File: config.mk
export PLATFORM = sky130hd
export DESIGN_NAME = filter_loader
export DESIGN_NICKNAME = d
export VERILOG_FILES = /design/src/design/buffer_manager_pkg.sv /design/src/design/filter_loader.sv
export VERILOG_INCLUDE_DIRS = /design/src /design/src/design
export SDC_FILE = /design/constraint.sdc
export NUM_CORES = 1
export LEC_CHECK = 0
export BUFFER_PORTS_ARGS = -buffer_cell sky130_fd_sc_hd__buf_2
export CAP_MARGIN = 20
export CORE_MARGIN = 2
export CORE_UTILIZATION = 40
export CTS_BUF_LIST = sky130_fd_sc_hd__clkbuf_4 sky130_fd_sc_hd__clkbuf_8 sky130_fd_sc_hd__clkbuf_16
export CTS_CLUSTER_DIAMETER = 120
export DETAILED_ROUTE_END_ITERATION = 16
export PLACE_DENSITY = 0.72
export SYNTH_ARGS = -nofsm -noshare
export SYNTH_HDL_FRONTEND = slang
export SYNTH_SLANG_ARGS = --single-unit
File: constraint.sdc
create_clock -name clk -period 6.08 [get_ports clk]
set_input_delay 1.52 -clock clk [delete_from_list [all_inputs] [get_ports clk]]
set_output_delay 1.52 -clock clk [all_outputs]
set_load 0.005 [all_outputs]
File: src/design/buffer_manager_cfg.svh
`ifndef BUFFER_MANAGER_CFG_SVH
`define BUFFER_MANAGER_CFG_SVH

// feature-map ping-pong RAMs
`define BM_FM_DEPTH      4096
`define BM_FM_AW         12
`define BM_FM_DW         32     // also the axi data width

// filter banks, one byte lane of the axi word each
`define BM_FILTER_DEPTH  512
`define BM_FILTER_AW     9
`define BM_FILTER_DW     72     // 9 taps x 8 bit
`define BM_KERNEL_TAPS   9      // beats per filter word
`define BM_FILTER_BANKS  4

// layer geometry fields
`define BM_W_SIZE        8
`define BM_W_CHANNEL     8

`endif
File: src/design/buffer_manager_pkg.sv
`default_nettype none
`include "buffer_manager_cfg.svh"

package buffer_manager_pkg;

    typedef logic [`BM_FM_AW-1:0]     fm_addr_t;
    typedef logic [`BM_FM_DW-1:0]     fm_data_t;
    typedef logic [`BM_FILTER_AW-1:0] filter_addr_t;
    typedef logic [`BM_FILTER_DW-1:0] filter_word_t;
    typedef logic [`BM_W_SIZE-1:0]    size_t;
    typedef logic [`BM_W_CHANNEL-1:0] chan_t;
    typedef logic [3:0]               tap_idx_t;    // 0..8 kernel tap

    typedef enum logic {
        ROLE_IFM = 1'b0,
        ROLE_OFM = 1'b1
    } fm_role_e;

    typedef enum logic [1:0] {
        FL_IDLE    = 2'd0,
        FL_ARMED   = 2'd1,   // load edge seen, waiting for first beat
        FL_PACKING = 2'd2
    } filter_state_e;

endpackage

`default_nettype wire

File: src/design/filter_loader.sv
`timescale 1ns/10ps
`default_nettype none
`include "buffer_manager_cfg.svh"

module filter_loader (
    input  wire                               clk,
    input  wire                               rstn,
    input  wire                               load_filter,
    input  wire                               axi_vld,
    input  wire buffer_manager_pkg::fm_data_t axi_data,
    input  wire buffer_manager_pkg::chan_t    channel,
    output logic                              bank_we,
    output buffer_manager_pkg::filter_addr_t  bank_addr,
    output buffer_manager_pkg::filter_word_t  bank_wdata0,
    output buffer_manager_pkg::filter_word_t  bank_wdata1,
    output buffer_manager_pkg::filter_word_t  bank_wdata2,
    output buffer_manager_pkg::filter_word_t  bank_wdata3,
    output logic                              filter_ready
);

    localparam buffer_manager_pkg::tap_idx_t LAST_TAP = `BM_KERNEL_TAPS - 1;

    buffer_manager_pkg::filter_state_e state;
    buffer_manager_pkg::tap_idx_t      tap;
    buffer_manager_pkg::tap_idx_t      tap_use;
    buffer_manager_pkg::filter_word_t  acc [`BM_FILTER_BANKS];
    buffer_manager_pkg::filter_addr_t  last_addr;

    logic load_filter_d;
    logic load_edge;
    logic beat_vld;
    logic start;
    logic commit;

    assign load_edge = load_filter & ~load_filter_d;
    assign beat_vld  = load_filter && axi_vld &&
                       (load_edge || state != buffer_manager_pkg::FL_IDLE);
    assign start     = beat_vld && (load_edge || state == buffer_manager_pkg::FL_ARMED);
    assign tap_use   = start ? '0 : tap;                 // first beat is always tap 0
    assign commit    = beat_vld && (tap_use == LAST_TAP);
    assign last_addr = buffer_manager_pkg::filter_addr_t'(channel * `BM_FILTER_BANKS - 1);

    // ------------------------------------------------------------------
    // load state, tap counter, write address
    always_ff @(posedge clk or negedge rstn) begin
        if (!rstn) begin
            load_filter_d <= 1'b0;
            state         <= buffer_manager_pkg::FL_IDLE;
            tap           <= '0;
            bank_we       <= 1'b0;
            bank_addr     <= '0;
            filter_ready  <= 1'b0;
        end else begin
            load_filter_d <= load_filter;

            if (!load_filter) begin
                state <= buffer_manager_pkg::FL_IDLE;
            end else if (start) begin
                state <= buffer_manager_pkg::FL_PACKING;
            end else if (load_edge) begin
                state <= buffer_manager_pkg::FL_ARMED;
            end

            if (beat_vld) begin
                tap <= (tap_use == LAST_TAP) ? '0 : tap_use + 1'b1;
            end

            bank_we <= commit;   // write lands one cycle after the 9th beat
            if (start) begin
                bank_addr <= '0;
            end else if (bank_we) begin
                bank_addr <= (bank_addr == last_addr) ? '0 : bank_addr + 1'b1;
            end

            // ready after the last word of channel x 4
            if (load_edge) begin
                filter_ready <= 1'b0;
            end else if (bank_we && bank_addr == last_addr) begin
                filter_ready <= 1'b1;
            end
        end
    end

    // ------------------------------------------------------------------
    // byte k of each beat to bank k, tap p to bits 8p+7:8p
    always_ff @(posedge clk) begin
        if (beat_vld) begin
            for (int k = 0; k < `BM_FILTER_BANKS; k++) begin
                acc[k][8*tap_use +: 8] <= axi_data[8*k +: 8];
            end
        end
    end

    assign bank_wdata0 = acc[0];
    assign bank_wdata1 = acc[1];
    assign bank_wdata2 = acc[2];
    assign bank_wdata3 = acc[3];

endmodule

`default_nettype wire

==> flow_summary.yaml <==
finish:
  drive_above_1_share_pct: 37.4
  antenna_cells: 0
  fin_area_um2: 15300
  area_delta_synth_final_pct: 27.6
  utilization_pct: 51.6
  nets: 1175
  final_cells: 1539
routing:
  wire_per_inst_um: 21.2
  ant_nets: 0
  vias: 7600
  drt_first_iter_violations: 692
  first_pass_iters: 5
  drt-total-wl_um: 32600
  viasPerCell: 4.94
  drc: 0
worst_setup_path:
  crit_start: "load_filter"
  r2r_end: "acc[0][71]$_DFFE_PP_"
  path_delay_family: "simple AND/OR/NAND/NOR gates"
  r2r_cells: 9
  crit_type: "input pin to register"
  worst_ep_arrival_time_ns: 4.24
  critPathBufInv: 1
  r2r_setup_slack_ns: 2.61
  cpMostUsedCell: "nand2_1"
  end_kind: "register"
  worstPathCellList: "buf_2 > nand2_1 > a21o_1 > nand2_1 > ha_1 > nor2b_1 > nand2_1 > a21o_1 > nor3_2 > and2_2"
  cp.depth: 10
  max_stage_delay_ns: 0.93
  crit_slowest_cell: "and2_2"
  cp-start-kind: "input pin"
  worstPathMaxFanout: 32
  crit_required_ns: 6.24
  r2r-start: "state[1]$_DFFE_PN0P_"
floorplanning:
  die_w_um: 177
  num_rows: 63
  ios: 343
  die_h_um: 177
  die_area_um2: 31300
  core_area_um2: 29600
  initial_core_util_pct: 40.5
status:
  run_status: "complete, no violations"
synthesis:
  synth_nets: 822
  synth_top_cells_by_area: "edfxtp_1, and2_1, dfrtp_1"
  synth_seq_area_share_pct: 76.1
  synth_top_area_share_pct: 72.3
  synth_seq_cells: 306
  synth_edf_count: 288
  ys_types: 45
  synth_area_um2: 12000
  syn_avg_cell_area_um2: 15.5
  synth_top_cell_by_area: "edfxtp_1"
  ys_warn_count: 0
  synthCells: 773
  synth_flop_cell: "edfxtp_1"
  async_flop_share_pct: 5.88
worst_hold_path:
  hp-class: "register to register"
  min_path_cells: 1
  hp-start: "filter_ready$_DFFE_PN0P_"
  whs_endpoint: "filter_ready$_DFFE_PN0P_"
global_routing:
  antenna_found_initial: 1
  grt_max_degree: 33
  grt_pass1_vias: 7414
  track_usage_pct: 20.4
  grt_first_pass_wirelength_um: 46900
  grt.overflow.total: 0
power:
  p_leak_uw: 0.00595
  p_per_area_nw_per_um2: 331
  clkPwrFrac_pct: 39.1
  p_int_uw: 3820
  ir_drop_mv: 0.241
  switching_power_uw: 1230
  p_total_uw: 5050
  netSwitchingFraction_pct: 24.4
  combPwrFrac_pct: 12.6
  p_seq_share_pct: 48.4
flow_run:
  maxCapViolations: 0
sta:
  slew_headroom_pct: 25.2
  clock.fmax_mhz: 245
  period_share_pct: 67.1
  finalSetupTns_ns: 0
  worst_clock_skew_ns: 0.0287
  tightest_slew_ns: 1.12
  rsz0062_at_grt: "false"
  min_period_ns: 4.08
  slew_viol_final: 0
  final-setup-viol-count: 0
  final_hold_viol_count: 0
placement:
  gp_congestion: 0.810
  place_area_um2: 14200
  placedCellCount: 1482
  port_buffers: 341
  dp_hpwl_um: 20500
clocking:
  clk_pin_slew_worst_paths_ns: 0.06
  root_buffer: "clkbuf_16"
  cts.htree.levels: 1
  max-clock-path-buffers: 3
  holdBufCountCts: 0
  post_cts_resized: 0
  cts_setup_buffers: 0
  insertion_delay_ns: 0.56
  cts_tree: "built"
  clock_sinks: 306
  cts_buffers: 30
[worst max-delay path by stage]
stage / to
2_1_floorplan: acc[0][24]$_DFFE_PP_
3_3_place_gp: acc[0][34]$_DFFE_PP_
3_5_place_dp: acc[2][36]$_DFFE_PP_
4_1_cts: acc[2][36]$_DFFE_PP_
5_1_grt: acc[1][69]$_DFFE_PP_
6_report: acc[0][71]$_DFFE_PP_
[cells by family after synthesis]
family / after synthesis / synth area share [%]
and+or+nand+nor: 370 / 18.8
xor gates and xnor gates: 14 / 1.03
AOI/OAI and AO/OA: 33 / 1.96
buffers and inverters: 45 / 1.65
adders and majority gates: 5 / 0.523
DFF: 306 / 76.1
[placed cells by master, fill, tap and decap left out, types with 2 or more instances in the layout]
cell        Yosys  routed
nor2b_1         2       2
nor2_4          0       5
nor3_1         18      12
clkinv_2        0       2
nand3_1         5       5
ha_1            5       5
buf_4           0      15
and2_2          0       5
nand4_1         4       4
a21o_1          2       2
edfxtp_1      288     288
xnor2_1         7       7
nor4_1          2       2
clkbuf_4        0       8
bufinv_16       0       6
clkinv_1        0       6
nor3_2          2       7
inv_1           9       9
a21oi_1         7       7
xor2_1          7       7
buf_2           0     341
nand2_1        15      15
o21ai_0         9       9
nor2_1         15       9
dfrtp_1        18      18
nand2b_1        3       3
o211ai_1        2       2
clkinvlp_4      0       2
clkbuf_16       0      30
and2_1        293     288
and3_1          2       2
[Yosys cell counts, types with 2 or more instances]
| cell | n |
|---|---|
| and2_1 | 293 |
| and3_1 | 2 |
| edfxtp_1 | 288 |
| nand4_1 | 4 |
| a21o_1 | 2 |
| inv_1 | 9 |
| nand2b_1 | 3 |
| o211ai_1 | 2 |
| dfrtp_1 | 18 |
| o21ai_0 | 9 |
| xnor2_1 | 7 |
| a21oi_1 | 7 |
| ha_1 | 5 |
| nor2_1 | 15 |
| nor3_1 | 18 |
| nor3_2 | 2 |
| nor2b_1 | 2 |
| nand2_1 | 15 |
| nor4_1 | 2 |
| xor2_1 | 7 |
| clkbuf_1 | 35 |
| nand3_1 | 5 |
[layer usage]
layer / wire, um / vias up / global-route usage (%)
met5: 0 / - / 0
met4: 1000 / 0 / 6.68
met3: 2380 / 64 / 3.78
met2: 15800 / 376 / 33.9
met1: 13400 / 3729 / 27.3
li1: - / 3431 / -
[flip-flops by register name, indices dropped and copies added (netlist names)]
| register | cells |
|---|---|
| acc | 288 |
| bank_addr | 9 |
| tap | 4 |
| state | 2 |
| bank_we | 1 |
| filter_ready | 1 |
| load_filter_d | 1 |
[layout make-up]
class	count	area [um^2]
clock inverters	17	244
multi-input cells	422	2750
well taps	390	488
fillers	2508	14300
flip-flops and latches	306	9100
repair buffers	357	1840
clock buffers	38	811
inverters	9	33.8
[per-stage QoR]
stage	setup WS, ns	hold slack [ns]
after global routing	1.79	0.570
after detailed placement	1.39	0.521
final	2.00	0.529
after CTS	1.98	0.536
after floorplan	0.597	0.490
after global placement	1.48	0.506
[power by group through the flow]
stage,Combinational [uW],Clock [uW],Sequential [uW]
after floorplan,360,0,2480
after global placement,618,0,2490
after detailed placement,641,0,2490
after CTS,642,2000,2440
after global routing,703,2090,2450
final,634,1970,2440
No activity file was read; power rests on OpenSTA's default activity.
